[src/fetch_settings.svh]
`ifndef FETCH_SETTINGS_SVH
`define FETCH_SETTINGS_SVH

// the SDRAM window that goes through the instruction cache.
`define FETCH_CACHED_BASE 32'ha000_0000
`define FETCH_CACHED_LIMIT 32'ha200_0000

// line size in words, which is also the burst length.
`define FETCH_LINE_WORDS 4

`define FETCH_SETS 16

// width of the hit and miss counters.
`define FETCH_COUNT_BITS 16

`endif

[src/fetch_pkg.sv]
`include "fetch_settings.svh"

package fetch_pkg;

	localparam int WORD_SEL_BITS = $clog2(`FETCH_LINE_WORDS);
	localparam int INDEX_BITS = $clog2(`FETCH_SETS);
	localparam int OFFSET_BITS = WORD_SEL_BITS + 2;
	localparam int TAG_BITS = 32 - INDEX_BITS - OFFSET_BITS;

	typedef logic [31:0] word_t;

	// word 0 sits at the lowest address of the line.
	typedef word_t [`FETCH_LINE_WORDS-1:0] line_t;

	typedef logic [INDEX_BITS-1:0] index_t;
	typedef logic [TAG_BITS-1:0] tag_t;

	function automatic index_t addr_index(input word_t addr);
		return addr[OFFSET_BITS +: INDEX_BITS];
	endfunction

	function automatic tag_t addr_tag(input word_t addr);
		return addr[31 -: TAG_BITS];
	endfunction

	function automatic logic [WORD_SEL_BITS-1:0] addr_word(input word_t addr);
		return addr[2 +: WORD_SEL_BITS];
	endfunction

endpackage

[src/line_store.sv]
`timescale 1ns/1ps
`include "fetch_settings.svh"

module line_store (
	input logic clock,
	input logic reset,

	input logic lookup,
	input fetch_pkg::word_t lookup_addr,
	output logic lookup_done,
	output logic lookup_hit,
	output fetch_pkg::line_t lookup_line,

	input logic fill,
	input fetch_pkg::word_t fill_addr,
	input fetch_pkg::line_t fill_line
);

	logic [`FETCH_SETS-1:0] valid_bits;
	fetch_pkg::tag_t tags [`FETCH_SETS];
	fetch_pkg::line_t lines [`FETCH_SETS];

	fetch_pkg::index_t lookup_index;
	fetch_pkg::tag_t lookup_tag;
	fetch_pkg::index_t fill_index;
	fetch_pkg::tag_t fill_tag;
	logic tag_match;

	assign lookup_index = fetch_pkg::addr_index(lookup_addr);
	assign lookup_tag = fetch_pkg::addr_tag(lookup_addr);
	assign fill_index = fetch_pkg::addr_index(fill_addr);
	assign fill_tag = fetch_pkg::addr_tag(fill_addr);

	assign tag_match = valid_bits[lookup_index] && (tags[lookup_index] == lookup_tag);

	always_ff @(posedge clock) begin
		if (reset) begin
			valid_bits <= '0;
		end else if (fill) begin
			valid_bits[fill_index] <= 1'b1;
		end
	end

	// a fill always brings the whole line, so tag and data are written together.
	always_ff @(posedge clock) begin
		if (fill) begin
			tags[fill_index] <= fill_tag;
			lines[fill_index] <= fill_line;
		end
	end

	always_ff @(posedge clock) begin
		if (reset) begin
			lookup_done <= 1'b0;
		end else begin
			lookup_done <= lookup;
		end
	end

	// hit and line only mean something while lookup_done is high.
	always_ff @(posedge clock) begin
		if (lookup) begin
			lookup_hit <= tag_match;
			lookup_line <= lines[lookup_index];
		end
	end

	// the controller fills only at the end of a miss, never while it looks up.
	assert property (@(posedge clock) disable iff (reset) !(fill && lookup))
		else $error("line_store: fill and lookup in the same cycle");

endmodule

[src/burst_reader.sv]
`timescale 1ns/1ps
`include "fetch_settings.svh"

module burst_reader (
	input logic clock,
	input logic reset,

	input logic read_start,
	input logic read_burst,
	input fetch_pkg::word_t read_addr,
	output logic read_done,
	output logic read_error,
	output fetch_pkg::line_t read_line,

	output fetch_pkg::word_t mem_araddr,
	output logic mem_arvalid,
	input logic mem_arready,
	output logic [3:0] mem_arlen,
	output logic [1:0] mem_arburst,
	input fetch_pkg::word_t mem_rdata,
	input logic [1:0] mem_rresp,
	input logic mem_rvalid,
	output logic mem_rready
);

	localparam logic [3:0] BURST_LEN = 4'(`FETCH_LINE_WORDS - 1);
	localparam fetch_pkg::word_t LINE_MASK = ~fetch_pkg::word_t'(`FETCH_LINE_WORDS * 4 - 1);

	typedef enum logic [1:0] {
		IDLE,
		ADDR,
		DATA
	} state_t;

	state_t state;
	logic [fetch_pkg::WORD_SEL_BITS-1:0] beat;
	logic last_beat;
	logic beat_taken;

	assign mem_arvalid = (state == ADDR);
	assign mem_rready = (state == DATA);

	assign beat_taken = mem_rvalid && mem_rready;

	// arlen is 0 or the line length minus one, so its low bits name the last slot.
	assign last_beat = (beat == mem_arlen[fetch_pkg::WORD_SEL_BITS-1:0]);

	always_ff @(posedge clock) begin
		if (reset) begin
			state <= IDLE;
			beat <= '0;
			read_done <= 1'b0;
			read_error <= 1'b0;
		end else begin
			read_done <= 1'b0;
			case (state)
				IDLE: begin
					if (read_start) begin
						state <= ADDR;
						beat <= '0;
						read_error <= 1'b0;
					end
				end
				ADDR: begin
					if (mem_arready) begin
						state <= DATA;
					end
				end
				DATA: begin
					if (beat_taken) begin
						beat <= beat + 1'b1;
						read_error <= read_error | mem_rresp[1];
						if (last_beat) begin
							state <= IDLE;
							read_done <= 1'b1;
						end
					end
				end
				default: state <= IDLE;
			endcase
		end
	end

	// a burst starts at the line boundary; a single read uses the exact address.
	always_ff @(posedge clock) begin
		if (state == IDLE && read_start) begin
			if (read_burst) begin
				mem_araddr <= read_addr & LINE_MASK;
				mem_arlen <= BURST_LEN;
				mem_arburst <= 2'b01;
			end else begin
				mem_araddr <= read_addr;
				mem_arlen <= 4'd0;
				mem_arburst <= 2'b00;
			end
		end
	end

	always_ff @(posedge clock) begin
		if (beat_taken) begin
			read_line[beat] <= mem_rdata;
		end
	end

	assert property (@(posedge clock) disable iff (reset)
		mem_arvalid && !mem_arready |=> mem_arvalid && $stable(mem_araddr))
		else $error("burst_reader: read address changed before it was accepted");

endmodule

[src/fetch_control.sv]
`timescale 1ns/1ps
`include "fetch_settings.svh"

module fetch_control (
	input logic clock,
	input logic reset,
	input logic start,
	input fetch_pkg::word_t pc,
	output fetch_pkg::word_t inst,
	output logic inst_valid,
	output logic fetch_error,
	output logic [`FETCH_COUNT_BITS-1:0] hit_count,
	output logic [`FETCH_COUNT_BITS-1:0] miss_count,

	output logic lookup,
	output fetch_pkg::word_t lookup_addr,
	input logic lookup_done,
	input logic lookup_hit,
	input fetch_pkg::line_t lookup_line,
	output logic fill,
	output fetch_pkg::word_t fill_addr,
	output fetch_pkg::line_t fill_line,

	output logic read_start,
	output logic read_burst,
	output fetch_pkg::word_t read_addr,
	input logic read_done,
	input logic read_error,
	input fetch_pkg::line_t read_line
);

	typedef enum logic [1:0] {
		IDLE,
		LOOKUP,
		READ
	} state_t;

	state_t state;
	fetch_pkg::word_t pc_q;
	logic cached_q;
	logic pc_cached;
	logic [fetch_pkg::WORD_SEL_BITS-1:0] word_sel;

	assign pc_cached = (pc >= `FETCH_CACHED_BASE) && (pc < `FETCH_CACHED_LIMIT);
	assign word_sel = fetch_pkg::addr_word(pc_q);

	// the lookup goes out in the start cycle so a hit returns two cycles later.
	assign lookup = start && pc_cached;
	assign lookup_addr = pc;

	// the reader holds its line until the next read, which cannot start before the fill.
	assign fill_addr = pc_q;
	assign fill_line = read_line;
	assign read_addr = pc_q;

	always_ff @(posedge clock) begin
		if (reset) begin
			state <= IDLE;
			inst_valid <= 1'b0;
			fetch_error <= 1'b0;
			fill <= 1'b0;
			read_start <= 1'b0;
			read_burst <= 1'b0;
			hit_count <= '0;
			miss_count <= '0;
		end else begin
			inst_valid <= 1'b0;
			fetch_error <= 1'b0;
			fill <= 1'b0;
			read_start <= 1'b0;
			case (state)
				IDLE: begin
					if (start && pc_cached) begin
						state <= LOOKUP;
					end else if (start) begin
						state <= READ;
						read_start <= 1'b1;
						read_burst <= 1'b0;
					end
				end
				LOOKUP: begin
					if (lookup_done && lookup_hit) begin
						state <= IDLE;
						inst_valid <= 1'b1;
						if (hit_count != '1) begin
							hit_count <= hit_count + 1'b1;
						end
					end else if (lookup_done) begin
						state <= READ;
						read_start <= 1'b1;
						read_burst <= 1'b1;
						if (miss_count != '1) begin
							miss_count <= miss_count + 1'b1;
						end
					end
				end
				READ: begin
					if (read_done) begin
						state <= IDLE;
						inst_valid <= 1'b1;
						fetch_error <= read_error;
						// a faulty line must not be cached.
						fill <= cached_q && !read_error;
					end
				end
				default: state <= IDLE;
			endcase
		end
	end

	always_ff @(posedge clock) begin
		if (state == IDLE && start) begin
			pc_q <= pc;
			cached_q <= pc_cached;
		end
	end

	// an uncached read lands its single beat in slot 0.
	always_ff @(posedge clock) begin
		if (state == LOOKUP && lookup_done && lookup_hit) begin
			inst <= lookup_line[word_sel];
		end else if (state == READ && read_done) begin
			inst <= cached_q ? read_line[word_sel] : read_line[0];
		end
	end

	assert property (@(posedge clock) disable iff (reset) start |-> state == IDLE)
		else $error("fetch_control: start while a fetch is in progress");

endmodule

[src/fetch_top.sv]
`timescale 1ns/1ps
`include "fetch_settings.svh"

module fetch_top (
	input logic clock,
	input logic reset,
	input logic start,
	input fetch_pkg::word_t pc,
	output fetch_pkg::word_t inst,
	output logic inst_valid,
	output logic fetch_error,
	output logic [`FETCH_COUNT_BITS-1:0] hit_count,
	output logic [`FETCH_COUNT_BITS-1:0] miss_count,

	output fetch_pkg::word_t mem_araddr,
	output logic mem_arvalid,
	input logic mem_arready,
	output logic [3:0] mem_arlen,
	output logic [1:0] mem_arburst,
	input fetch_pkg::word_t mem_rdata,
	input logic [1:0] mem_rresp,
	input logic mem_rvalid,
	output logic mem_rready
);

	logic lookup;
	fetch_pkg::word_t lookup_addr;
	logic lookup_done;
	logic lookup_hit;
	fetch_pkg::line_t lookup_line;
	logic fill;
	fetch_pkg::word_t fill_addr;
	fetch_pkg::line_t fill_line;
	logic read_start;
	logic read_burst;
	fetch_pkg::word_t read_addr;
	logic read_done;
	logic read_error;
	fetch_pkg::line_t read_line;

	line_store store_i (
		.clock(clock),
		.reset(reset),
		.lookup(lookup),
		.lookup_addr(lookup_addr),
		.lookup_done(lookup_done),
		.lookup_hit(lookup_hit),
		.lookup_line(lookup_line),
		.fill(fill),
		.fill_addr(fill_addr),
		.fill_line(fill_line)
	);

	burst_reader reader_i (
		.clock(clock),
		.reset(reset),
		.read_start(read_start),
		.read_burst(read_burst),
		.read_addr(read_addr),
		.read_done(read_done),
		.read_error(read_error),
		.read_line(read_line),
		.mem_araddr(mem_araddr),
		.mem_arvalid(mem_arvalid),
		.mem_arready(mem_arready),
		.mem_arlen(mem_arlen),
		.mem_arburst(mem_arburst),
		.mem_rdata(mem_rdata),
		.mem_rresp(mem_rresp),
		.mem_rvalid(mem_rvalid),
		.mem_rready(mem_rready)
	);

	fetch_control control_i (
		.clock(clock),
		.reset(reset),
		.start(start),
		.pc(pc),
		.inst(inst),
		.inst_valid(inst_valid),
		.fetch_error(fetch_error),
		.hit_count(hit_count),
		.miss_count(miss_count),
		.lookup(lookup),
		.lookup_addr(lookup_addr),
		.lookup_done(lookup_done),
		.lookup_hit(lookup_hit),
		.lookup_line(lookup_line),
		.fill(fill),
		.fill_addr(fill_addr),
		.fill_line(fill_line),
		.read_start(read_start),
		.read_burst(read_burst),
		.read_addr(read_addr),
		.read_done(read_done),
		.read_error(read_error),
		.read_line(read_line)
	);

endmodule

[config.mk]
export PLATFORM = sky130hd
export DESIGN_NAME = fetch_top
export DESIGN_NICKNAME = d
export VERILOG_FILES = /design/src/fetch_pkg.sv /design/src/line_store.sv /design/src/burst_reader.sv /design/src/fetch_control.sv /design/src/fetch_top.sv
export VERILOG_INCLUDE_DIRS = /design/src
export SDC_FILE = /design/constraint.sdc
export NUM_CORES = 2
export LEC_CHECK = 0
export BUFFER_PORTS_ARGS = -buffer_cell sky130_fd_sc_hd__buf_2
export CORE_MARGIN = 3
export CORE_UTILIZATION = 34
export CTS_BUF_LIST = sky130_fd_sc_hd__clkbuf_8
export DETAILED_ROUTE_END_ITERATION = 7
export GPL_TIMING_DRIVEN = 0
export SYNTH_ARGS = -nofsm -noshare
export SYNTH_HDL_FRONTEND = slang
export SYNTH_SLANG_ARGS = --single-unit
[constraint.sdc]
create_clock -name clock -period 26.9 [get_ports clock]
set_input_delay 0 -clock clock [delete_from_list [all_inputs] [get_ports clock]]
set_output_delay 0 -clock clock [all_outputs]
set_load 0.03 [all_outputs]
==> results.ini <==
[yosys]
syn_inst = 4483
ys.flop_type = edfxtp_1
async_flop_share_pct = 0
syn_area_per_cell_um2 = 24.0
synth_cell_types = 62
ys_seq_area_share_pct = 79.1
ys_warn_count = 0
synth_seq_cells = 2849
synth_edf_count = 2787
synth_area_mm2 = 0.107

[clocking]
cts-htree-levels = 5
cts_hold_buffers = 147
clk_latency_ns = 1.11
clock_path_buffers = 4
numCtsBuffers = 442
cts_setup_buffers = 0
cts_tree = done
cts-root-buf = clkbuf_8
cts_resized = 0
clk_pin_slew_ns = 0.06
numClockSinks = 2849

[floorplan]
rows = 205
ios = 177
start_util_pct = 34.3
die_w_um = 568
core_mm2 = 0.313
design.die.area_mm2 = 0.323
die_y_um = 568

[drt]
drc = 0
route.detailed.wl_per_inst_um = 30.3
wl_mm = 301
vias_per_cell = 5.36
drt-initial-drc-count = 6178
drt.antenna.violating_nets = 0
via_count = 53400
dr.pass1.iters = 7

[global_route]
grt_max_degree = 78
grt_pass1_wl_mm = 420
grt_overflow = 0
grt_pass1_vias = 54100
track_usage_pct = 18.4
grt_antenna_before_repair = 44

[final_layout]
finalInstanceArea_mm2 = 0.127
layout-drive-gt1-share_pct = 31.5
final_common_cell = edfxtp_1
fin_cells = 9961
final_cell_mix = 2787 x edfxtp_1, 771 x mux4_2, 451 x clkbuf_8, 205 x buf_2, 147 x dlygate4sd3_1
area_delta_synth_final_pct = 17.9
fillers = 27200
fin_nets = 5536

[timing]
max_slew.worst_pin.slew_ns = 1.45
period_share_pct = 17.6
max_slew_margin_pct = 3.16
rsz0062_at_grt = false
setup_viol = 0
period_minus_slack_ns = 4.73
max_clock_freq_mhz = 212
slew_violations = 0
tns_ns = 0
skew_ns = 0.123
whs_ns = 0.159
hold_violations = 0

[worst_setup_path]
path_max_fanout = 10
required_ns = 27.71
crit_arrival_ns = 5.53
worstSetupStartpointType = primary input
end_kind = register
crit_type = in2reg

[power_and_ir_drop]
max-vdd-ir-drop_v = 0.0000385
p_per_area_mw_per_mm2 = 68.0
leakage_uw = 0.0401

[job]
cap_violations = 0

[place]
placed_area_mm2 = 0.117
portBuffers = 171
place_hpwl_mm = 201
gp_congestion = 0.790
placed_cells_incl_taps = 9004

[min_path]
hp-class = in2reg

[run_status]
outcome = complete, no violations

-- sequential cells by signal, summed over array words and instances, names as in the netlist, 2 cells and up --
| signal | flops |
|---|---|
| control_i.fill_addr | 32 |
| control_i.hit_count | 16 |
| control_i.inst | 32 |
| control_i.miss_count | 16 |
| control_i.state | 2 |
| reader_i.beat | 2 |
| reader_i.mem_araddr | 32 |
| reader_i.read_line | 128 |
| reader_i.state | 2 |
| store_i.lines | 2048 |
| store_i.lookup_line | 128 |
| store_i.tags | 384 |
| store_i.valid_bits | 16 |
-- through the flow --
| step | setup WS, ns | util (%) | power (uW) |
|---|---|---|---|
| after floorplan | 14.82 | - | 5170 |
| after global placement | -0.772 | 36.2 | 5310 |
| after detailed placement | 21.62 | 37.4 | 5320 |
| after CTS | 22.23 | 40.4 | 8690 |
| after global routing | 22.16 | 40.4 | 8910 |
| final | 22.17 | 40.4 | 8610 |
-- final cells by class --
type | count | area (um^2) | area share (%)
sequential | 2849 | 84900 | 67.1
multi-input combinational | 1389 | 21500 | 17.0
clock buffer | 451 | 6210 | 4.90
timing repair buffer | 527 | 5770 | 4.56
tap | 4140 | 5180 | 4.09
clock inverter | 346 | 1870 | 1.47
buffer | 228 | 1010 | 0.795
inverter | 19 | 78.8 | 0.0623
antenna | 12 | 30.0 | 0.0237
-- cell usage after synthesis, types with 7 or more instances --
| master | instances | area [um^2] |
|---|---|---|
| a211oi_1 | 10 | 75.1 |
| a21oi_1 | 55 | 275 |
| a22o_1 | 32 | 280 |
| a22oi_1 | 42 | 315 |
| and3_1 | 9 | 56.3 |
| buf_1 | 80 | 300 |
| buf_2 | 27 | 135 |
| buf_4 | 18 | 135 |
| clkbuf_1 | 100 | 375 |
| dfxtp_1 | 62 | 1240 |
| edfxtp_1 | 2787 | 83700 |
| ha_1 | 9 | 113 |
| inv_1 | 19 | 71.3 |
| mux2_2 | 33 | 372 |
| mux2i_1 | 45 | 450 |
| mux4_2 | 771 | 17400 |
| nand2_1 | 39 | 146 |
| nand2b_1 | 7 | 43.8 |
| nand3_1 | 24 | 120 |
| nand4_1 | 10 | 62.6 |
| nor2_1 | 139 | 522 |
| nor2b_1 | 21 | 131 |
| nor3_1 | 11 | 55.1 |
| o21ai_0 | 19 | 95.1 |
| xnor2_1 | 23 | 201 |
| xor2_1 | 24 | 210 |
-- worst paths after layout --
path | startpoint | to | slack [ns] | cells past startpoint
max reg2reg | control_i.state[1]$_SDFFE_PP0P_ | control_i.inst[28]$_DFFE_PP_ | 22.62 | 7
min reg2reg | store_i.valid_bits[13]$_SDFFE_PP0P_ | store_i.valid_bits[13]$_SDFFE_PP0P_ | 0.48 | 2
max | pc[4] | store_i.lookup_hit$_DFFE_PP_ | 22.17 | 14
min | pc[1] | control_i.fill_addr[1]$_DFFE_PP_ | 0.16 | 3
-- where the power goes --
group	internal (uW)	switching [uW]	total [uW]
sequential	4840	20.6	4860
clock	1660	1710	3370
combinational	167	217	385
total	6660	1950	8610
-- routing by layer --
layer / vias up / wire [um] / GRT usage (%)
li1: 21200 / - / -
met1: 28900 / 115000 / 23.8
met2: 2735 / 155000 / 31.8
met3: 505 / 23100 / 2.99
met4: 0 / 8430 / 5.35
met5: - / 0 / 0
-- cell families (layout without fill, tap and decap cells) --
| kind of cell | Yosys count | count (layout) | share of synthesized area (%) |
|---|---|---|---|
| compound gates | 190 | 190 | 1.21 |
| xor+xnor | 47 | 47 | 0.383 |
| fa+ha+maj | 9 | 9 | 0.105 |
| buf+inv | 247 | 1571 | 0.982 |
| flops | 2849 | 2849 | 79.1 |
| mux | 849 | 849 | 16.9 |
| other cells | 1 | 15 | 0.00349 |
| simple gates | 291 | 291 | 1.28 |
-- critical path, stage by stage --
cell,delay (ns)
dlygate4sd3_1,0.54
buf_2,0.13
buf_6,0.15
buf_8,0.19
buf_4,0.28
buf_4,0.33
buf_2,0.73
buf_2,0.70
mux2i_1,0.27
mux2i_1,0.10
xor2_1,0.22
nor4_1,0.86
nand4_1,0.21
nor4_2,0.72
No activity file was read; power rests on OpenSTA's default activity.
